===== src/cacheCfgPkg.sv =====
`default_nettype none

package cacheCfgPkg;

  // address and data geometry
  localparam int AddrWidth = 32;
  localparam int XLen = 64;

  // two ways of 64 sets, 32-byte lines
  localparam int NumSets = 64;
  localparam int IndexWidth = 6;
  localparam int OffsetWidth = 5;
  localparam int TagWidth = 21;

  // one line is refilled as four 64-bit beats
  localparam int BeatsPerLine = 4;
  localparam int LineWidth = 256;

  // fields of a core address, msb first
  typedef struct packed {
    logic [TagWidth-1:0]                           tag;
    logic [IndexWidth-1:0]                         index;
    logic [$clog2(BeatsPerLine)-1:0]               wordSel;
    logic [OffsetWidth-$clog2(BeatsPerLine)-1:0]   byteOff;
  } cacheAddr_t;

  // controller states
  typedef enum logic [2:0] {
    Idle    = 3'd0,
    Compare = 3'd1,
    MissReq = 3'd2,
    Refill  = 3'd3,
    Install = 3'd4,
    Respond = 3'd5
  } ctrlState_e;

endpackage

`default_nettype wire


===== src/tagStore.sv =====
`timescale 1ns/100ps
`default_nettype none

module tagStore (
  input  logic                     clk,
  input  logic                     rst_n,
  input  logic                     lookupEn_i,
  input  cacheCfgPkg::cacheAddr_t  lookupAddr_i,
  input  logic                     install_i,
  input  logic                     installWay_i,
  output logic                     hit_o,
  output logic                     hitWay_o,
  output logic                     victimWay_o
);

  logic [cacheCfgPkg::TagWidth-1:0]    tagArr [2][cacheCfgPkg::NumSets];
  logic [cacheCfgPkg::NumSets-1:0]     validArr [2];
  // per set, the least recently used way
  logic [cacheCfgPkg::NumSets-1:0]     lruArr;

  logic [cacheCfgPkg::TagWidth-1:0]    tagQ [2];
  logic [1:0]                          validQ;
  logic [cacheCfgPkg::TagWidth-1:0]    reqTagQ;
  logic [cacheCfgPkg::IndexWidth-1:0]  reqIdxQ;
  logic                                cmpValid;
  logic [1:0]                          wayHit;

  // set contents captured on lookup
  always_ff @(posedge clk) begin
    if (lookupEn_i) begin
      tagQ[0] <= tagArr[0][lookupAddr_i.index];
      tagQ[1] <= tagArr[1][lookupAddr_i.index];
      reqTagQ <= lookupAddr_i.tag;
      reqIdxQ <= lookupAddr_i.index;
    end
    if (install_i) begin
      tagArr[installWay_i][reqIdxQ] <= reqTagQ;
    end
  end

  always_ff @(posedge clk or negedge rst_n) begin
    if (!rst_n) begin
      validArr[0] <= '0;
      validArr[1] <= '0;
      validQ      <= 2'b00;
      lruArr      <= '0;
      cmpValid    <= 1'b0;
    end else begin
      cmpValid <= lookupEn_i;
      if (lookupEn_i) begin
        validQ <= {validArr[1][lookupAddr_i.index], validArr[0][lookupAddr_i.index]};
      end
      if (install_i) begin
        validArr[installWay_i][reqIdxQ] <= 1'b1;
        lruArr[reqIdxQ] <= ~installWay_i;
      end else if (cmpValid && hit_o) begin
        lruArr[reqIdxQ] <= ~hitWay_o;
      end
    end
  end

  assign wayHit[0] = validQ[0] && (tagQ[0] == reqTagQ);
  assign wayHit[1] = validQ[1] && (tagQ[1] == reqTagQ);

  assign hit_o    = |wayHit;
  assign hitWay_o = wayHit[1];

  // empty way first, way 0 before way 1, then lru
  always_comb begin
    if (!validQ[0]) begin
      victimWay_o = 1'b0;
    end else if (!validQ[1]) begin
      victimWay_o = 1'b1;
    end else begin
      victimWay_o = lruArr[reqIdxQ];
    end
  end

endmodule

`default_nettype wire


===== config.mk =====
export PLATFORM = sky130hd
export DESIGN_NAME = tagStore
export DESIGN_NICKNAME = d
export VERILOG_FILES = /design/src/cacheCfgPkg.sv /design/src/tagStore.sv
export SDC_FILE = /design/constraint.sdc
export NUM_CORES = 2
export LEC_CHECK = 0
export BUFFER_PORTS_ARGS = -buffer_cell sky130_fd_sc_hd__buf_2
export CORE_MARGIN = 2
export CORE_UTILIZATION = 57
export DETAILED_ROUTE_END_ITERATION = 6
export GPL_ROUTABILITY_DRIVEN = 0
export PLACE_DENSITY = 0.75
export SETUP_SLACK_MARGIN = 0.05
export SLEW_MARGIN = 5
export SYNTH_ARGS = -nofsm -noshare
export SYNTH_HDL_FRONTEND = slang
export SYNTH_SLANG_ARGS = --single-unit

===== constraint.sdc =====
create_clock -name clk -period 3.57 [get_ports clk]
set_clock_uncertainty 0.1 [all_clocks]
set_input_delay 0.357 -clock clk [delete_from_list [all_inputs] [get_ports clk]]
set_output_delay 0.357 -clock clk [all_outputs]
set_load 0.005 [all_outputs]

==> impl_results.md <==
* Status: finished, violations left
* Failing checks: design-rule violations, negative setup slack
* Remaining antenna violation count after routing at 0
* Synthesized area at 0.113 sq mm
* Post-synthesis net count at 4,976
* FILL cells at 12,000
* Grt ovf at 0
* Buffers from clock root to sink, at most at 4
* Synth area leaders: edfxtp_1 73%, mux4_2 17%, dfrtp_1 4.3%
* Row cnt at 163
* Adder-cell share of the synthesized area at 0%
* Die Area at 0.202 sq mm
* Worst Path Required at 3.11 ns
* Final Non-Filler Cells at 8,290
* Post-synth EDFFs at 2,757
* Hold Fails Final Rpt at 0
* Fmax at 276 MHz
* WL/cell at 34.7 um
* Setup CP Type: reg -> out
* Fin worst setup slack at -0.0532 ns
* Post-DR vias/cell at 6.79
* Compound-Gate Fraction of Synth Area at 2.13%
* Ys flop type: edfxtp_1
* Core area at 0.197 sq mm
* Vias in the first global route at 57,500
* Num Clock Sinks at 2,952
* Initial Util at 57.3%
* Nets@finish at 5,468
* Die width at 450 um
* FFs w/ async S/R, synth at 6.61%
* Leading cell types by count after synthesis: 2,757 x edfxtp_1, 837 x mux4_2, 195 x dfrtp_1, 140 x nor2_1, 131 x or2_2
* IO buf count at 34
* DIE HEIGHT at 450 um
* Cell variety after synth at 51
* DRC violations left at 19
* Peak VDD IR at 498 uV
* Seq/Total Area, Yosys at 77.5%
* Clk slew on worst S/H paths at 0.06 ns
* CP Capture Type: primary output
* Mux cell area share after synthesis at 17.0%
* Worst rel slew slack at 25.4%
* Largest family of logic cells by synthesized area: multiplexers
* Final setup viols at 1
* Synth area leader: edfxtp_1
* Top-level port count at 40
* Avg Cell Area, Syn at 22.9 sq um
* Proportion of layout cells with a drive suffix above 1 at 35.2%
* Yosys warns at 0
* First-pass GRT wire length at 413,000 um
* Hold crit path type: in -> reg
* Synthesis-to-finish area growth at 14.4%
* Share of the synthesized area in the top cell type at 73.2%
* Cell Pwr Density at 572 mW/mm^2
* Largest net degree at the start of global routing at 81
* Most frequent cell after synthesis: edfxtp_1
* Tightest Pin Transition at 1.12 ns
* CTS Root Cell: clkbuf_16
* Setup TNS at -0.0532 ns
* Num CTS Buffers at 296
* Worst EP arrival at 3.17 ns
* Hpwl dp at 158,000 um
* Final hold slack at 0.0575 ns
* Iteration-0 DRC Markers at 8,437
* Total power at 74,100 uW
* CTS H-tree lvls at 5
* Final Max Tran Viols at 0
* Mapped Cells at 4,939
* CTS tree: built
* Seq cells post-synth at 2,952
* Minimum clock period after layout at 3.62 ns
* Worst setup SP type: flip-flop
* Clk_lat worst skew at 0.98 ns
* Initial antenna violation count at 8
* Tcrit/Tclk final at 101%
* Vias post-DR at 56,300
* Routed wire length at 288,000 um
* Max-cap violation count at 0
* GRT Util Overall at 28.7%
* DRT Pass-1 Iters at 7
* # placed instances at 7,712
* Crit Path Max Fanout at 7
* Simple-gate portion of the synthesized area at 1.95%
* Synth Area in XOR/XNOR at 0.317%
* RSZ-0062 raised after global routing: yes
* LEAKAGE at 0.0420 uW
[kinds of logic after synthesis]
kind of cell    Yosys count
xor+xnor                 41
buf+inv                 290
simple gates            440
flops                  2952
mux                     871
compound gates          345
[power by group]
part | switching, uW | internal, uW
logic | 2890 | 1940
registers | 354 | 38700
clock network | 12700 | 17500
[cell type report]
class	instances	area, sq um	share of cell area [%]
well taps	2640	3300	2.55
inverters	3	11.3	0.00869
diodes	3	7.51	0.00580
clock buffers	373	8010	6.18
multi-input cells	1697	24600	19.0
flip-flops and latches	2952	87700	67.7
clock inverters	141	1280	0.988
repair buffers	481	4630	3.57
[state kept, by name, summed over array words and instances (netlist names)]
register / count
validArr: 128
tagArr: 2688
validQ: 2
cmpValid: 1
reqTagQ: 21
tagQ: 42
reqIdxQ: 6
lruArr: 64
[repair_timing]
action,4_1_cts,5_1_grt
setup buffers,32,1
hold buffers,28,0
gates resized for setup,17,14
pin swaps,5,4
endpoints found under the setup margin,2,3
hold endpoints to repair,261,0
[final timing paths]
path / startpoint / to / slack (ns) / depth (start not counted)
min in group asynchronous: rst_n / validArr[120] / 0.58 / 4
worst min-delay path: lookupAddr_i[22] / reqTagQ[11] / 0.06 / 2
worst max-delay path: reqIdxQ[2] / victimWay_o / -0.05 / 8
max in group asynchronous: rst_n / validArr[115] / 2.22 / 4
worst max register to register: reqTagQ[15] / lruArr[14] / 0.45 / 9
worst min register to register: validArr[60] / validArr[60] / 0.36 / 1
[placed cells by master (no fill, tap or decap), drive strengths merged, types with 8 or more instances in the layout]
master,count
edfxtp,2757
mux4,837
buf,453
clkbuf,374
dfrtp,195
nor2,140
or2,131
clkinv,101
a22oi,93
nand2,78
o21ai,75
o31ai,64
mux2i,30
xor2,28
dlygate4sd3,27
a21oi,26
a221oi,26
nor2b,24
bufinv,23
a22o,17
xnor2,13
a211oi,13
o22ai,13
nand3,12
clkinvlp,11
or3,10
inv,9
nand2b,8
[layer usage]
metal	vias to the layer above	wire [um]	track usage (%)	share of wire (%)
met2	4031	140000	45.5	49
met4	8	10600	9.79	3.7
met3	633	34300	7.69	12
met5	-	172	0.473	0.060
li1	21900	-	-	-
met1	29800	103000	39.2	36
[critical path: stages, from the launching register on]
cell and delay (ns):
edfxtp_1 0.57, buf_6 0.19, mux2_2 0.34, nand2_1 0.07, o22ai_1 0.07, o21ai_1 0.18
o21ai_1 0.13, o31a_1 0.47, buf_2 0.19
[through the flow]
| step | util (%) | worst slack, ns | instance area (sq um) |
|---|---|---|---|
| floorplan | - | -0.148 | 113000 |
| global placement | 60.5 | 0.339 | 119000 |
| detailed placement | 60.5 | 0.345 | 119000 |
| CTS | 65.6 | 0.0129 | 129000 |
| global route | 65.6 | -0.0813 | 130000 |
| finish | 65.6 | -0.0532 | 130000 |
Note: power is estimated with default switching activity, not from simulation.
