[src/cacheCfgPkg.sv]
`default_nettype none

package cacheCfgPkg;

  // address and data geometry
  localparam int AddrWidth = 32;
  localparam int XLen = 64;

  // two ways of 64 sets, 32-byte lines
  localparam int NumSets = 64;
  localparam int IndexWidth = 6;
  localparam int OffsetWidth = 5;
  localparam int TagWidth = 21;

  // one line is refilled as four 64-bit beats
  localparam int BeatsPerLine = 4;
  localparam int LineWidth = 256;

  // fields of a core address, msb first
  typedef struct packed {
    logic [TagWidth-1:0]                           tag;
    logic [IndexWidth-1:0]                         index;
    logic [$clog2(BeatsPerLine)-1:0]               wordSel;
    logic [OffsetWidth-$clog2(BeatsPerLine)-1:0]   byteOff;
  } cacheAddr_t;

  // controller states
  typedef enum logic [2:0] {
    Idle    = 3'd0,
    Compare = 3'd1,
    MissReq = 3'd2,
    Refill  = 3'd3,
    Install = 3'd4,
    Respond = 3'd5
  } ctrlState_e;

endpackage

`default_nettype wire

[src/cacheIfPkg.sv]
`default_nettype none

package cacheIfPkg;

  // core side request, held by the core until addrOk
  typedef struct packed {
    logic                                valid;
    logic [cacheCfgPkg::AddrWidth-1:0]   addr;
  } coreReq_t;

  // core side response, dataOk is a single-cycle pulse
  typedef struct packed {
    logic                                addrOk;
    logic                                dataOk;
    logic [cacheCfgPkg::XLen-1:0]        rdData;
  } coreResp_t;

  // burst read request, line aligned
  typedef struct packed {
    logic                                rdValid;
    logic [cacheCfgPkg::AddrWidth-1:0]   addr;
  } memReq_t;

  // burst read response
  typedef struct packed {
    logic                                rdReady;
    logic                                beatValid;
    logic                                beatLast;
    logic [cacheCfgPkg::XLen-1:0]        beatData;
  } memResp_t;

endpackage

`default_nettype wire

[src/refillBuffer.sv]
`timescale 1ns/100ps
`default_nettype none

module refillBuffer (
  input  logic                                     clk,
  input  logic                                     rst_n,
  input  cacheIfPkg::memResp_t                     memResp_i,
  input  logic [$clog2(cacheCfgPkg::BeatsPerLine)-1:0] wordSel_i,
  output logic                                     lineFull_o,
  output logic [cacheCfgPkg::LineWidth-1:0]        line_o,
  output logic [cacheCfgPkg::XLen-1:0]             critWord_o
);

  logic [$clog2(cacheCfgPkg::BeatsPerLine)-1:0]  beatCnt;
  logic [cacheCfgPkg::LineWidth-1:0]             lineQ;

  // beat counter, back to zero after the last beat
  always_ff @(posedge clk or negedge rst_n) begin
    if (!rst_n) begin
      beatCnt    <= '0;
      lineFull_o <= 1'b0;
    end else begin
      lineFull_o <= memResp_i.beatValid && memResp_i.beatLast;
      if (memResp_i.beatValid) begin
        beatCnt <= memResp_i.beatLast ? '0 : beatCnt + 1'b1;
      end
    end
  end

  // lowest address arrives first
  always_ff @(posedge clk) begin
    if (memResp_i.beatValid) begin
      lineQ[beatCnt*cacheCfgPkg::XLen +: cacheCfgPkg::XLen] <= memResp_i.beatData;
    end
  end

  assign line_o     = lineQ;
  assign critWord_o = lineQ[wordSel_i*cacheCfgPkg::XLen +: cacheCfgPkg::XLen];

endmodule

`default_nettype wire

[config.mk]
export PLATFORM = sky130hd
export DESIGN_NAME = refillBuffer
export DESIGN_NICKNAME = d
export VERILOG_FILES = /design/src/cacheCfgPkg.sv /design/src/cacheIfPkg.sv /design/src/refillBuffer.sv
export SDC_FILE = /design/constraint.sdc
export NUM_CORES = 1
export LEC_CHECK = 0
export ABC_AREA = 1
export BUFFER_PORTS_ARGS = -buffer_cell sky130_fd_sc_hd__buf_2
export CAP_MARGIN = 30
export CORE_UTILIZATION = 55
export DETAILED_ROUTE_END_ITERATION = 7
export PLACE_DENSITY = 0.89
export REMOVE_ABC_BUFFERS = 1
export SLEW_MARGIN = 20
export SYNTH_ARGS = -nofsm -noshare
export SYNTH_HDL_FRONTEND = slang
export SYNTH_SLANG_ARGS = --single-unit
[constraint.sdc]
create_clock -name clk -period 5.2 [get_ports clk]
set_input_delay 0.26 -clock clk [delete_from_list [all_inputs] [get_ports clk]]
set_output_delay 0.26 -clock clk [all_outputs]
set_load 0.01 [all_outputs]
==> results.sh, run 1 <==
export IMPL_globalRouteMet3Util_pct=7.22
export IMPL_via_per_inst=5.33
export IMPL_grt_total_usage_pct=32.7
export IMPL_cts_sinks=259
export IMPL_critPathMaxFanout=51
export IMPL_min_from="memResp_i[65]"
export IMPL_ys_seq_area_share_pct=59.6
export IMPL_synth_warnings=0
export IMPL_die_area_sq_um=24300
export IMPL_final_cell_area_sq_um=15900
export IMPL_clk_pin_slew_worst_paths_ns=0.06
export IMPL_whs_path_depth=3
export IMPL_period_share_pct=54.6
export IMPL_use_met1_pct=37.5
export IMPL_rr_worst_depth=8
export IMPL_synthTopCellsByArea="edfxtp_1 (59%), nand2_1 (11%), inv_1 (9.5%)"
export IMPL_clk_path_buf_depth=3
export IMPL_hp_class="in -> reg"
export IMPL_final_util_pct=69.6
export IMPL_fin_skew_ns=0.0208
export IMPL_dpl_cell_area_sq_um=15100
export IMPL_path_cells="inv_1, ha_1, clkinv_2, buf_4, nor2_1, nand2_2, buf_4, nor2_1"
export IMPL_cp_start_kind="flop"
export IMPL_finalSetupTns_ns=0
export IMPL_leakage_nw=7.88
export IMPL_r2r_setup_slack_ns=2.36
export IMPL_fillers=1710
export IMPL_synthCells=1518
export IMPL_slowest_stage="buf_4"
export IMPL_dp_hpwl_um=25900
export IMPL_synth_top_cell_area_share_pct=59.0
export IMPL_avgSynthCellArea_sq_um=8.58
export IMPL_clk_latency_ns=0.54
export IMPL_die_y_um=156
export IMPL_synthToLayoutAreaGrowth_pct=22.4
export IMPL_crit_type="reg -> reg"
export IMPL_port_buffers=390
export IMPL_drt_initial_drc_count=1290
export IMPL_numCtsBuffers=27
export IMPL_syn_area_sq_um=13000
export IMPL_grt_pass1_vias=11738
export IMPL_tightest_slew_ns=0.929
export IMPL_nets=1946
export IMPL_r2r_end="line_o[2]"
export IMPL_antenna_found_initial=3
export IMPL_slew_violations=0
export IMPL_relSlewSlack_pct=38.0
export IMPL_h_tree_depth=1
export IMPL_synth_seq_cells=259
export IMPL_run_status="completed"
export IMPL_setup_viol=0
export IMPL_root_buffer="clkbuf_16"
export IMPL_grt_max_degree=81
export IMPL_cts_tree="yes"
export IMPL_gp_congestion=0.846
export IMPL_yosysTopAreaCell="edfxtp_1"
export IMPL_layout_min_cycle_time_ns=2.84
export IMPL_first_pass_iters=6
export IMPL_crit_required_ns=5.45
export IMPL_grt_ovfl_total=0
export IMPL_setup_worst_path_end_class="flop"
export IMPL_ir_drop_uv=269
export IMPL_post_drt_wl_per_cell_um=18.1
export IMPL_worstSetupStartpoint="beatCnt[0]"
export IMPL_grt_use_met2_pct=56.3
export IMPL_wl_um=40000
export IMPL_power_density_nw_per_um2=333
export IMPL_initial_core_util_pct=56.8
export IMPL_critPathMaxStageDelay_ns=0.58
export IMPL_rsz0062_at_grt="false"
export IMPL_final_hold_viol_count=0
export IMPL_fmax_ghz=0.352
export IMPL_io_pins=392
export IMPL_fp_row_count=55
export IMPL_drive_above_1_share_pct=25.4
export IMPL_core_area_sq_um=22900
export IMPL_vias=11774
export IMPL_post_route_drc_count=0
export IMPL_busiest_layer="met2"
export IMPL_holdPathEnd="lineFull_o"
export IMPL_r2r_start="beatCnt[0]"
export IMPL_synth_distinct_cells=18
export IMPL_post_cts_buffers=0
export IMPL_ant_nets=0
export IMPL_grt_pass1_wl_um=61000
export IMPL_maxCapViolations=0
export IMPL_die_w_um=156
export IMPL_crit_arrival_ns=3.09
-- placed cells by master (no fill, tap or decap) --
master         count
nand2_1          391
buf_2            389
inv_1            325
edfxtp_1         256
nor2_1           225
nand3_1          181
clkbuf_16         27
buf_4             14
nor3_1            13
nor2_4            10
nor2_2            10
clkinv_2           9
inv_2              5
ha_1               5
clkbuf_1           5
diode_2            4
clkinv_1           4
buf_12             4
clkbuf_8           3
nand2_2            2
o21ai_0            2
dfrtp_1            2
clkinv_4           2
dlygate4sd3_1      2
or2_4              1
nand3_2            1
inv_4              1
dfrtp_2            1
inv_6              1
-- where the power goes --
part / total, W / switching (W) / internal, W
sequential: 0.00253 / 0.0000720 / 0.00245
combinational: 0.00100 / 0.000726 / 0.000279
clock: 0.00178 / 0.000783 / 0.000998
-- cells in the mapped netlist (all sizes together) --
master and n:
or2 1, clkbuf 7, nand3 182, buf 79
nand2 393, ha 5, edfxtp 256, nor3 13
dfrtp 3, inv 332, nor2 245, o21ai 2
-- sequential cells by signal (all words and copies together) (netlist names) --
signal,cells
line_o,256
beatCnt,2
lineFull_o,1
-- kinds of logic (layout without fill, tap and decap cells) --
family	count (synthesis)	count (layout)	share of synthesized area, %
AND/OR/NAND/NOR	834	834	26.7
buffers and inverters	418	791	13.2
flip-flops	259	259	59.6
adder cells (fa/ha/maj)	5	5	0.480
AO/OA/AOI/OAI	2	2	0.0768
other	0	4	0
-- area by class of cell --
cell class	instances	area [sq um]	share of cell area [%]
antenna	4	10.0	0.0628
clock buffer	35	736	4.61
clock inverter	15	81.3	0.510
inverter	332	1250	7.84
multi-input combinational	841	3560	22.3
sequential	259	7760	48.7
tap	313	392	2.46
timing repair buffer	409	2150	13.5
-- per-stage QoR --
stage	setup slack, ns	std cells	hold slack [ns]	total power [W]
global placement	2.09	2148	0.0656	0.00350
global route	2.22	2207	0.0485	0.00550
CTS	2.41	2204	0.0226	0.00532
floorplan	0.372	1432	-0.0356	0.00309
finish	2.36	2208	0.0444	0.00531
detailed placement	2.41	2152	0.0710	0.00356
-- routing by layer --
layer | part of all wire [%] | up-vias
li1 | - | 5342
met1 | 33 | 5425
met2 | 50 | 856
met3 | 12 | 151
met4 | 5.2 | 0
met5 | 0 | -
-- how the worst max path moves through the flow --
stage                     cells past startpoint  slack (ns)         end
final                                         8        2.36   line_o[2]
after global routing                          8        2.22   line_o[5]
after CTS                                     8        2.41   line_o[2]
after detailed placement                      8        2.41  line_o[24]
after global placement                        8        2.09   line_o[8]
after floorplan                               6        0.37   line_o[0]
-- critical path, delay by kind of cell, from the launching register on --
kind                     cells  cell delay [ns]
flip-flops                   1             0.35
buffers and inverters        4             1.20
AND/OR/NAND/NOR              3             0.73
adder cells (fa/ha/maj)      1             0.24
-- timing repair --
item / CTS / global route
hold endpoints to repair: 4 / 0
hold buffers: 2 / 0
resized for setup: 0 / 0
Note: power is estimated with default switching activity, not from simulation.
==> inputs of run 2 (changes only) <==
--- a/config.mk
+++ b/config.mk
@@ -8,9 +8,9 @@
 export ABC_AREA = 1
 export BUFFER_PORTS_ARGS = -buffer_cell sky130_fd_sc_hd__buf_2
 export CAP_MARGIN = 30
-export CORE_UTILIZATION = 55
+export CORE_UTILIZATION = 47
 export DETAILED_ROUTE_END_ITERATION = 7
-export PLACE_DENSITY = 0.89
+export PLACE_DENSITY = 0.81
 export REMOVE_ABC_BUFFERS = 1
 export SLEW_MARGIN = 20
 export SYNTH_ARGS = -nofsm -noshare
==> constraint.sdc (replaced) <==
create_clock -name clk -period 2.3 [get_ports clk]
set_input_delay 0.115 -clock clk [delete_from_list [all_inputs] [get_ports clk]]
set_output_delay 0.115 -clock clk [all_outputs]
set_load 0.01 [all_outputs]
==> run 2 against run 1 <==
  * Flip-flop and latch count unchanged
  * Total power up 130%
  * Register-to-register slack worse by 2.0 ns
  * Largest cell class unchanged
  * Non-clock buffer count up 77
==> results.sh, run 2 (synthesis results as in run 1) <==
export IMPL_run_status="completed"
export IMPL_layout_common_cells="nand2_1 (391), buf_2 (389), inv_1 (325)"
export IMPL_intPower_w=0.00867
export IMPL_initial_core_util_pct=48.1
export IMPL_post_drt_wl_per_cell_um=17.2
export IMPL_final_common_cell="nand2_1"
export IMPL_wl_um=40200
export IMPL_gp_congestion=0.864
export IMPL_synthToLayoutAreaGrowth_pct=29.7
export IMPL_fmax_ghz=0.525
export IMPL_crit_required_ns=2.57
export IMPL_slew_violations=0
export IMPL_die_y_um=168
export IMPL_r2r_setup_slack_ns=0.39
export IMPL_ant_nets=0
export IMPL_die_w_um=168
export IMPL_seq_power_share_pct=46.6
export IMPL_io_pins=392
export IMPL_finalSetupTns_ns=0
export IMPL_final_hold_viol_count=0
export IMPL_core_area_sq_um=27100
export IMPL_timing_final_ws_setup_ns=0.394
export IMPL_p_sw_w=0.00358
export IMPL_via_per_inst=5.11
export IMPL_fin_skew_ns=0.00990
export IMPL_cp_start_kind="flop"
export IMPL_maxCapViolations=0
export IMPL_root_buffer="clkbuf_16"
export IMPL_seq_area_sq_um=7760
export IMPL_tightest_slew_ns=0.653
export IMPL_critical_path_endpoint="line_o[83]"
export IMPL_antenna_found_initial=1
export IMPL_h_tree_depth=1
export IMPL_first_pass_iters=6
export IMPL_numCtsBuffers=27
export IMPL_fp_row_count=60
export IMPL_leakage_nw=8.24
export IMPL_ir_drop_uv=483
export IMPL_rsz0062_at_grt="false"
export IMPL_grt_max_degree=129
export IMPL_pre_cts_ws_ns=0.398
export IMPL_grt_ovfl_total=0
export IMPL_relSlewSlack_pct=56.4
export IMPL_grt_pass1_wl_um=62400
export IMPL_vias=11943
export IMPL_port_buffers=390
export IMPL_nets=2023
export IMPL_cts_tree="yes"
export IMPL_clk_latency_ns=0.52
export IMPL_die_area_sq_um=28400
export IMPL_swShare_pct=29.2
export IMPL_layout_min_cycle_time_ns=1.91
export IMPL_fillers=2182
export IMPL_period_share_pct=82.9
export IMPL_drt_initial_drc_count=1163
export IMPL_clk_pin_slew_worst_paths_ns=0.06
export IMPL_grt_pass1_vias=12118
export IMPL_crit_type="reg -> reg"
export IMPL_crit_arrival_ns=2.18
export IMPL_final_util_pct=62.4
export IMPL_worstSetupStartpoint="beatCnt[0]"
export IMPL_post_cts_buffers=0
export IMPL_power_density_nw_per_um2=725
export IMPL_critPathMaxFanout=23
export IMPL_r2r_start="beatCnt[0]"
export IMPL_setup_worst_path_end_class="flop"
export IMPL_clk_path_buf_depth=3
export IMPL_pwr_share_clk_pct=33.4
export IMPL_cts_sinks=259
export IMPL_dp_hpwl_um=25200
export IMPL_largest_reg_flops=256
export IMPL_setup_viol=0
export IMPL_hp_class="in -> reg"
export IMPL_post_route_drc_count=0
export IMPL_combPwrFrac_pct=20.0
export IMPL_drive_above_1_share_pct=24.4
export IMPL_multiInputGateArea_sq_um=3560
export IMPL_r2r_end="line_o[83]"
export IMPL_grt_total_usage_pct=28.2
export IMPL_rr_worst_depth=5
[run 2: changes by cell type in the layout (fill, tap and decap cells not counted), sizes merged]
| cell | before | now |
|---|---|---|
| clkbuf | 35 | 32 |
| dlygate4sd3 | 2 | 69 |
| inv | 332 | 328 |
| clkinv | 15 | 17 |
| bufinv | 0 | 2 |
| diode | 4 | 1 |
| buf | 407 | 417 |
[run 2: power by group through the flow]
stage | Clock [W] | Sequential (W) | Combinational (W)
after detailed placement | 0 | 0.00580 | 0.00234
after global routing | 0.00430 | 0.00573 | 0.00267
after floorplan | 0 | 0.00593 | 0.00105
final | 0.00410 | 0.00571 | 0.00245
after global placement | 0 | 0.00579 | 0.00228
after CTS | 0.00413 | 0.00570 | 0.00244
[run 2: routing by layer]
layer  global-route usage, %  share of wire, %  up-vias
li1                        -                 -     5495
met1                    32.2                36     5574
met4                    15.1               5.0        0
met5                       0                 0        -
met3                    5.92               9.0      147
met2                    49.9                50      727
[run 2: how the worst min path moves through the flow]
stage,start,end,slack (ns),cells past startpoint
2_1_floorplan,rst_n,beatCnt[0],-0.18,0
3_3_place_gp,rst_n,lineFull_o,-0.07,1
3_5_place_dp,rst_n,lineFull_o,-0.06,1
4_1_cts,memResp_i[55],line_o[55],0.45,4
5_1_grt,memResp_i[11],line_o[11],0.46,4
6_report,memResp_i[56],line_o[56],0.46,4
[run 2: worst max-delay path, cell delays in order, from the launching register on]
cell and delay, ns:
dfrtp_2 0.40, buf_4 0.24, ha_1 0.24, nand2_1 0.07, clkinv_2 0.35, buf_4 0.34
[run 2: final cells by class]
class	instances	area share (%)
antenna	1	0.0148
sequential	259	45.9
clock inverter	15	0.659
multi-input combinational	841	21.1
inverter	332	7.42
timing repair buffer	486	18.0
clock buffer	32	4.11
tap	372	2.75
[run 2: what timing repair did]
item                                    in CTS  in global routing
hold buffers                                69                  0
gates resized for setup                      0                  0
endpoints found under the setup margin       0                  0
hold endpoints to repair                   205                  0
[run 2: per-stage QoR]
step / cell area (sq um) / hold WS (ns) / cells / total power (W)
global placement: 15400 / -0.0660 / 2221 / 0.00806
floorplan: 12600 / -0.181 / 1432 / 0.00698
detailed placement: 15400 / -0.0647 / 2221 / 0.00813
finish: 16900 / 0.464 / 2338 / 0.0122
CTS: 16900 / 0.446 / 2337 / 0.0123
global route: 16900 / 0.456 / 2338 / 0.0127
