**src/cacheCfgPkg.sv**
```systemverilog
`default_nettype none

package cacheCfgPkg;

  // address and data geometry
  localparam int AddrWidth = 32;
  localparam int XLen = 64;

  // two ways of 64 sets, 32-byte lines
  localparam int NumSets = 64;
  localparam int IndexWidth = 6;
  localparam int OffsetWidth = 5;
  localparam int TagWidth = 21;

  // one line is refilled as four 64-bit beats
  localparam int BeatsPerLine = 4;
  localparam int LineWidth = 256;

  // fields of a core address, msb first
  typedef struct packed {
    logic [TagWidth-1:0]                           tag;
    logic [IndexWidth-1:0]                         index;
    logic [$clog2(BeatsPerLine)-1:0]               wordSel;
    logic [OffsetWidth-$clog2(BeatsPerLine)-1:0]   byteOff;
  } cacheAddr_t;

  // controller states
  typedef enum logic [2:0] {
    Idle    = 3'd0,
    Compare = 3'd1,
    MissReq = 3'd2,
    Refill  = 3'd3,
    Install = 3'd4,
    Respond = 3'd5
  } ctrlState_e;

endpackage

`default_nettype wire

```
**src/cacheIfPkg.sv**
```systemverilog
`default_nettype none

package cacheIfPkg;

  // core side request, held by the core until addrOk
  typedef struct packed {
    logic                                valid;
    logic [cacheCfgPkg::AddrWidth-1:0]   addr;
  } coreReq_t;

  // core side response, dataOk is a single-cycle pulse
  typedef struct packed {
    logic                                addrOk;
    logic                                dataOk;
    logic [cacheCfgPkg::XLen-1:0]        rdData;
  } coreResp_t;

  // burst read request, line aligned
  typedef struct packed {
    logic                                rdValid;
    logic [cacheCfgPkg::AddrWidth-1:0]   addr;
  } memReq_t;

  // burst read response
  typedef struct packed {
    logic                                rdReady;
    logic                                beatValid;
    logic                                beatLast;
    logic [cacheCfgPkg::XLen-1:0]        beatData;
  } memResp_t;

endpackage

`default_nettype wire

```
**src/cacheCtrl.sv**
```systemverilog
`timescale 1ns/100ps
`default_nettype none

module cacheCtrl (
  input  logic                     clk,
  input  logic                     rst_n,
  input  cacheIfPkg::coreReq_t     coreReq_i,
  output logic                     addrOk_o,
  output logic                     dataOk_o,
  output logic                     lookupEn_o,
  output cacheCfgPkg::cacheAddr_t  reqAddr_o,
  input  logic                     hit_i,
  input  logic                     hitWay_i,
  input  logic                     victimWay_i,
  output cacheIfPkg::memReq_t      memReq_o,
  input  logic                     rdReady_i,
  input  logic                     lineFull_i,
  output logic                     install_o,
  output logic                     installWay_o,
  output logic                     respFromRefill_o
);

  cacheCfgPkg::ctrlState_e  state;
  cacheCfgPkg::ctrlState_e  stateNext;
  cacheCfgPkg::cacheAddr_t  reqQ;
  logic                     wayQ;
  logic                     accept;

  // a new request goes in when idle or right behind a hit
  assign accept = coreReq_i.valid &&
                  ((state == cacheCfgPkg::Idle) ||
                   ((state == cacheCfgPkg::Compare) && hit_i));

  always_comb begin
    stateNext = state;
    case (state)
      cacheCfgPkg::Idle: begin
        if (coreReq_i.valid) begin
          stateNext = cacheCfgPkg::Compare;
        end
      end
      cacheCfgPkg::Compare: begin
        if (!hit_i) begin
          stateNext = cacheCfgPkg::MissReq;
        end else if (!coreReq_i.valid) begin
          stateNext = cacheCfgPkg::Idle;
        end
      end
      cacheCfgPkg::MissReq: begin
        if (rdReady_i) begin
          stateNext = cacheCfgPkg::Refill;
        end
      end
      cacheCfgPkg::Refill: begin
        if (lineFull_i) begin
          stateNext = cacheCfgPkg::Install;
        end
      end
      cacheCfgPkg::Install: begin
        stateNext = cacheCfgPkg::Respond;
      end
      default: begin
        stateNext = cacheCfgPkg::Idle;
      end
    endcase
  end

  always_ff @(posedge clk or negedge rst_n) begin
    if (!rst_n) begin
      state <= cacheCfgPkg::Idle;
    end else begin
      state <= stateNext;
    end
  end

  // request address, held across the whole miss
  always_ff @(posedge clk) begin
    if (accept) begin
      reqQ <= cacheCfgPkg::cacheAddr_t'(coreReq_i.addr);
    end
  end

  // way of the last lookup, the victim once a miss is seen
  always_ff @(posedge clk or negedge rst_n) begin
    if (!rst_n) begin
      wayQ <= 1'b0;
    end else if (state == cacheCfgPkg::Compare) begin
      wayQ <= hit_i ? hitWay_i : victimWay_i;
    end
  end

  assign addrOk_o   = accept;
  assign lookupEn_o = accept;
  // stores index with the live address on lookup, latched one otherwise
  assign reqAddr_o  = accept ? cacheCfgPkg::cacheAddr_t'(coreReq_i.addr) : reqQ;

  assign dataOk_o = ((state == cacheCfgPkg::Compare) && hit_i) ||
                    (state == cacheCfgPkg::Respond);
  assign respFromRefill_o = (state == cacheCfgPkg::Respond);

  assign memReq_o.rdValid = (state == cacheCfgPkg::MissReq);
  assign memReq_o.addr    = {reqQ.tag, reqQ.index, {cacheCfgPkg::OffsetWidth{1'b0}}};

  assign install_o    = (state == cacheCfgPkg::Install);
  assign installWay_o = wayQ;

endmodule

`default_nettype wire

```
**config.mk**
```make
export PLATFORM = sky130hd
export DESIGN_NAME = cacheCtrl
export DESIGN_NICKNAME = d
export VERILOG_FILES = /design/src/cacheCfgPkg.sv /design/src/cacheIfPkg.sv /design/src/cacheCtrl.sv
export SDC_FILE = /design/constraint.sdc
export NUM_CORES = 1
export LEC_CHECK = 0
export BUFFER_PORTS_ARGS = -buffer_cell sky130_fd_sc_hd__buf_2
export CAP_MARGIN = 10
export CELL_PAD_IN_SITES_DETAIL_PLACEMENT = 0
export CELL_PAD_IN_SITES_GLOBAL_PLACEMENT = 1
export CORE_MARGIN = 2
export CORE_UTILIZATION = 32
export CTS_CLUSTER_SIZE = 28
export DETAILED_ROUTE_END_ITERATION = 10
export GPL_ROUTABILITY_DRIVEN = 1
export GPL_TIMING_DRIVEN = 0
export PLACE_DENSITY_LB_ADDON = 0.1
export SLEW_MARGIN = 5
export SYNTH_ARGS = -nofsm -noshare
export SYNTH_HDL_FRONTEND = slang
export SYNTH_SLANG_ARGS = --single-unit
```
**constraint.sdc**
```tcl
create_clock -name clk -period 2.65 [get_ports clk]
set_clock_uncertainty 0.15 [all_clocks]
set_input_delay 0.3975 -clock clk [delete_from_list [all_inputs] [get_ports clk]]
set_output_delay 0.3975 -clock clk [all_outputs]
set_load 0.005 [all_outputs]
```
==> results of run 1 <==
-- synthesized netlist by cell type, types with 2 or more instances --
| library cell | n | area (sq um) |
|---|---|---|
| inv_1 | 3 | 11.26 |
| nor2_1 | 4 | 15.01 |
| nand2b_1 | 2 | 12.51 |
| nand2_1 | 3 | 11.26 |
| mux2_4 | 29 | 435.4 |
| dfrtp_1 | 4 | 100.1 |
| o21ai_0 | 2 | 10.01 |
| buf_6 | 3 | 33.78 |
| dfxtp_1 | 32 | 640.6 |
| buf_4 | 33 | 247.7 |
| mux2_2 | 3 | 33.78 |
| nor3_1 | 2 | 10.01 |
-- where the power goes --
part	total (mW)	leakage, nW	switching, mW	internal, mW
Clock	0.394	0.0510	0.187	0.207
Combinational	1.73	0.974	0.604	1.12
Sequential	0.996	0.320	0.156	0.840
Total	3.12	1.34	0.947	2.17
-- state kept, by name, summed over array words and instances (netlist names) --
| register | flops |
|---|---|
| reqQ | 5 |
| state | 3 |
| memReq_o | 27 |
| installWay_o | 1 |
-- worst max-delay path by stage --
stage | end | slack (ns)
CTS | reqAddr_o[17] | 0.28
finish | reqAddr_o[19] | 0.33
global placement | reqAddr_o[17] | 0.55
floorplan | reqAddr_o[10] | 0.89
detailed placement | reqAddr_o[17] | 0.54
global route | reqAddr_o[14] | 0.18
-- area by class of cell --
cell class,instances,share of cell area [%]
multi-input cells,59,26.65
flip-flops and latches,36,31.06
clock inverters,2,0.4197
inverters,3,0.4722
repair buffers,106,22.46
clock buffers,6,3.463
plain buffers,36,11.80
well taps,70,3.673
-- critical path, delay by kind of cell (launching register included) --
family | cells | cell delay (ns)
flip-flops | 1 | 0.43
AND/OR/NAND/NOR | 1 | 0.20
buffers and inverters | 3 | 0.56
multiplexers | 1 | 0.31
-- per-layer routing --
metal  GRT usage (%)  wire length, um  vias up
li1                -                -      633
met1           13.06             1516      526
met2           16.09             1418       61
met3           6.614              358        2
met4           4.678               17        0
met5               0                0        -
-- cells by family after synthesis --
logic type      share of synthesized area [%]
simple gates                            5.219
compound gates                          3.102
buf+inv                                 17.70
mux                                     28.97
flops                                   44.78
other cells                            0.2267
-- cell usage in the layout (no fill, tap or decap) --
cell type      instances
a211oi_1               1
a31o_2                 1
buf_2                105
buf_4                 33
buf_6                  3
clkbuf_8               6
clkinv_2               2
conb_1                 5
dfrtp_1                4
dfxtp_1               32
dlygate4sd3_1          1
inv_1                  3
mux2_2                 3
mux2_4                29
mux2i_1                1
nand2_1                3
nand2b_1               2
nand2b_2               1
nand3b_1               1
nand4_4                1
nor2_1                 4
nor3_1                 2
o211a_1                1
o21ai_0                2
o21bai_1               1
o31ai_1                1
-- through the flow --
step	util [%]	hold WS, ns	instance area, sq um
final	47.30	0.2016	2385
after floorplan	-	-0.04809	1669
after global routing	47.30	0.1732	2385
after CTS	47.30	0.1851	2385
after detailed placement	45.26	0.06247	2282
after global placement	45.26	0.06318	2282
==> results_dict.tcl, run 1 <==
set metrics [dict create \
    status "finished clean" \
    rr_endpoint "memReq_o[27]" \
    multi_input_comb_area_sq_um 635.6 \
    die_span_in_y_um 75.90 \
    timing.hold.worst_path_depth 2 \
    first_iter_violations 19 \
    rsz0062_at_grt "no" \
    dp.cells 309 \
    grt_max_degree 12 \
    crit_path_end_kind "output pin" \
    die_area_sq_um 5760 \
    core.rowCount 26 \
    number_of_routed_nets_with_antenna_violations 0 \
    ratio_of_total_power_to_cell_area_nw_per_um2 1308 \
    wl_um 3309 \
    hp-start "coreReq_i[18]" \
    timing.critical_path.slowest_stage_cell "dfrtp_1" \
    dr.pass1.iters 4 \
    cp_cell_sequence "inv_1 > nand4_4 > buf_6 > mux2_4 > buf_2" \
    max_freq_mhz 431.0 \
    reg2reg_slack_ns 1.02 \
    seq_area_frac_synth_pct 44.78 \
    sequential_cell_area_sq_um 740.7 \
    tritoncts_num_sinks 36 \
    critPathLaunch "state[2]" \
    worstHoldPathType "in -> reg" \
    min_to "memReq_o[18]" \
    rr_startpoint "state[2]" \
    grt_first_pass_wirelength_um 4698 \
    cts-resized-gates 0 \
    chipWidth_um 75.90 \
    dpl_worst_slack_ns 0.5426 \
    nNetsFinal 287 \
    worst_r2r_path_depth 4 \
    stdcell_count 318 \
    hold_violations 0 \
    synthesis.instances 130 \
    cts_htree_levels 2 \
    cts-buffers-inserted 5 \
    overflow 0 \
    remaining_drc_errors 0 \
    synth_area_sq_um 1654 \
    syn-mean-instance-area_sq_um 12.72 \
    ys_seq_elements 36 \
    port-buffer-count 105 \
    worst_setup_hold_path_clk_slew_ns 0.07 \
    clock_latency_ns 0.27 \
    post-route-period-util_pct 87.55 \
    cts_tree "yes" \
    cts_buffer_depth 2 \
    dr_total_vias 1222 \
    fin_setup_tns_ns 0 \
    diodes 0 \
    area_growth_pct 44.18 \
    critPathRequiredTime_ns 2.10 \
    vdd_ir_drop_max_mv 0.5388 \
    global_route.usage.total_pct 11.04 \
    max-cap-violations 0 \
    number_of_filler_instances_in_the_final_layout 502 \
    timing.final.ws_setup_ns 0.3299 \
    dp.final_hpwl_um 2657 \
    critical_path_arrival_ns 1.77 \
    ys_dominant_reg_cell "dfxtp_1" \
    slowest_delay_ns 0.43 \
    slew_violations 0 \
    drt_wl_cell_um 10.41 \
    period_minus_slack_ns 2.320 \
    core_area_sq_um 5042 \
    yosys_warnings 0 \
    crit_path_max_fanout 10 \
    i_o_pins 111 \
    cts_hold_repair.buffers 1 \
    report.power.total_mw 3.118 \
    cts_post_setup_buffers_inserted 0 \
    synth_enable_flop_cells 0 \
    drive_gt1_share_pct 74.19 \
    async_reset_ff_share_pct 11.11 \
    antenna_violations_before_repair 0 \
    last_weighted_congestion_value_of_the_routability_driven_placer 0.7357 \
    synth_cell_types 22 \
    critPathLaunchType "flip-flop" \
    initial_cell_density_of_the_core_pct 32.80 \
    finalSetupViolCount 0 \
    number_of_global_route_vias_before_repair 1056 \
    cts_root_buf "clkbuf_8" \
    crit_type "reg -> out" \
    p_leak_nw 1.345 \
    via_per_inst 3.843 \
]
(Power assumes the default switching activity.)
==> run 2, diff against run 1 <==
PLACE_DENSITY = 0.93   (was default)
PLACE_DENSITY_LB_ADDON = default   (was 0.1)
REMOVE_ABC_BUFFERS = 1   (was default)
==> run 2 against run 1 <==
Core utilization down 4.8 points. Flip-flop and latch count unchanged. Critical endpoint is now reqAddr_o[3]. Largest cell class is now registers. Combinational power down 15%. Via count down 3.9%. Cell count down 11%. Die area unchanged. Count of clock-buffer cells in the layout up 2. Critical path type unchanged.
==> results_dict.tcl, run 2 (synthesized netlist as in run 1, its figures left out) <==
set metrics [dict create \
    i_o_pins 111 \
    rr_startpoint "state[1]" \
    vdd_ir_drop_max_mv 0.4427 \
    slew_violations 0 \
    crit_type "reg -> out" \
    min_to "memReq_o[20]" \
    post-route-period-util_pct 94.04 \
    max_freq_mhz 401.3 \
    cp_cell_sequence "inv_1 > nand4_4 > mux2_4 > buf_2" \
    first_iter_violations 15 \
    port-buffer-count 105 \
    overflow 0 \
    reg2reg_slack_ns 0.85 \
    status "finished clean" \
    global_route.usage.total_pct 11.41 \
    dp.final_hpwl_um 2372 \
    die_area_sq_um 5760 \
    most_common_cell_after_layout_fill_and_taps_aside "buf_2" \
    top_library_cells_by_usage_in_the_layout_fill_and_taps_aside "buf_2 (105), dfxtp_1 (32), mux2_4 (29), clkbuf_8 (6), conb_1 (5)" \
    critical_path_arrival_ns 1.94 \
    cts_buffer_depth 2 \
    crit_path_max_fanout 16 \
    timing.hold.worst_path_depth 2 \
    stdcell_count 284 \
    number_of_global_route_vias_before_repair 1048 \
    drt_wl_cell_um 12.08 \
    cts_tree "yes" \
    chipWidth_um 75.90 \
    via_per_inst 4.134 \
    finalSetupViolCount 0 \
    number_of_filler_instances_in_the_final_layout 503 \
    cts-buffers-inserted 5 \
    met1Wirelength_um 1461 \
    drive_gt1_share_pct 69.63 \
    worstHoldPathType "in -> reg" \
    slowest_delay_ns 0.44 \
    hp-start "coreReq_i[20]" \
    wl_met3_um 277 \
    remaining_drc_errors 0 \
    clock_latency_ns 0.28 \
    dp.cells 273 \
    wl_um 3431 \
    max-cap-violations 0 \
    ratio_of_total_power_to_cell_area_nw_per_um2 1332 \
    cts_htree_levels 2 \
    routed_met2_length_um 1684 \
    crit_path_end_kind "output pin" \
    grt_first_pass_wirelength_um 4864 \
    p_leak_nw 1.172 \
    timing.critical_path.slowest_stage_cell "dfrtp_1" \
    critPathRequiredTime_ns 2.10 \
    diodes 0 \
    last_weighted_congestion_value_of_the_routability_driven_placer 0.7360 \
    rr_endpoint "memReq_o[17]" \
    tritoncts_num_sinks 36 \
    die_span_in_y_um 75.90 \
    worst_setup_hold_path_clk_slew_ns 0.07 \
    period_minus_slack_ns 2.492 \
    grt_max_degree 18 \
    core_area_sq_um 5042 \
    critPathBufInv 2 \
    core.rowCount 26 \
    hold_violations 0 \
    area_growth_pct 29.50 \
    rsz0062_at_grt "no" \
    routed.top_layer "met4" \
    number_of_routed_nets_with_antenna_violations 0 \
    dr.pass1.iters 4 \
    worst_r2r_path_depth 3 \
    cts_root_buf "clkbuf_8" \
    initial_cell_density_of_the_core_pct 32.80 \
    nNetsFinal 253 \
    fin_setup_tns_ns 0 \
    dr_total_vias 1174 \
    antenna_violations_before_repair 0 \
    largest_register_ff_count 27 \
    worst_path_dominant_cell_family "flip-flops" \
    report.power.total_mw 2.853 \
    critPathLaunchType "flip-flop" \
]
run 2: changes by cell type in the layout (fill, tap and decap cells not counted), moves of 2 or more:
cell      change
clkbuf_1      +2
buf_6         -3
buf_4        -33
clkinv_2      -2
run 2: routing by layer:
metal / up-vias / track usage [%]
met2: 62 / 18.39
met5: - / 0
li1: 569 / -
met3: 2 / 3.968
met1: 541 / 14.09
met4: 0 / 4.094
run 2: per-stage QoR:
step / setup WS [ns] / util, % / cell area [sq um] / hold slack (ns)
6_report: 0.1579 / 42.48 / 2142 / 0.1979
5_1_grt: 0.005027 / 42.48 / 2142 / 0.1821
2_1_floorplan: 0.4996 / - / 1388 / -0.04809
3_3_place_gp: 0.05736 / 39.68 / 2001 / 0.05768
4_1_cts: 0.02560 / 42.08 / 2122 / 0.1838
3_5_place_dp: 0.02389 / 39.68 / 2001 / 0.05707
run 2: layout make-up:
| type | count | area [sq um] | area share, % |
|---|---|---|---|
| sequential | 36 | 740.7 | 34.58 |
| multi-input combinational | 60 | 656.9 | 30.67 |
| timing repair buffer | 107 | 555.5 | 25.93 |
| clock buffer | 8 | 90.09 | 4.206 |
| tap | 70 | 87.58 | 4.089 |
| inverter | 3 | 11.26 | 0.5257 |
run 2: report_power, final:
| part | internal [mW] | total [mW] | switching, mW |
|---|---|---|---|
| sequential | 0.840 | 0.993 | 0.153 |
| combinational | 0.873 | 1.47 | 0.593 |
| clock | 0.212 | 0.395 | 0.183 |
run 2: timing repair:
item                                    in CTS  in global routing
pin swaps                                    1                  2
endpoints found under the hold margin        4                  0
hold buffers                                 1                  0
setup buffers                                0                  1
endpoints found under the setup margin      32                 31
gates resized for setup                      2                  0
gates cloned                                 1                  0
run 2: how the worst max path moves through the flow:
stage | startpoint | slack (ns) | to | depth (start not counted)
after floorplan | state[2] | 0.50 | reqAddr_o[10] | 3
after detailed placement | hit_i | 0.02 | reqAddr_o[27] | 5
after global routing | state[1] | 0.005 | reqAddr_o[20] | 4
after global placement | hit_i | 0.06 | reqAddr_o[13] | 5
after CTS | state[1] | 0.03 | reqAddr_o[27] | 4
final | state[1] | 0.16 | reqAddr_o[3] | 4
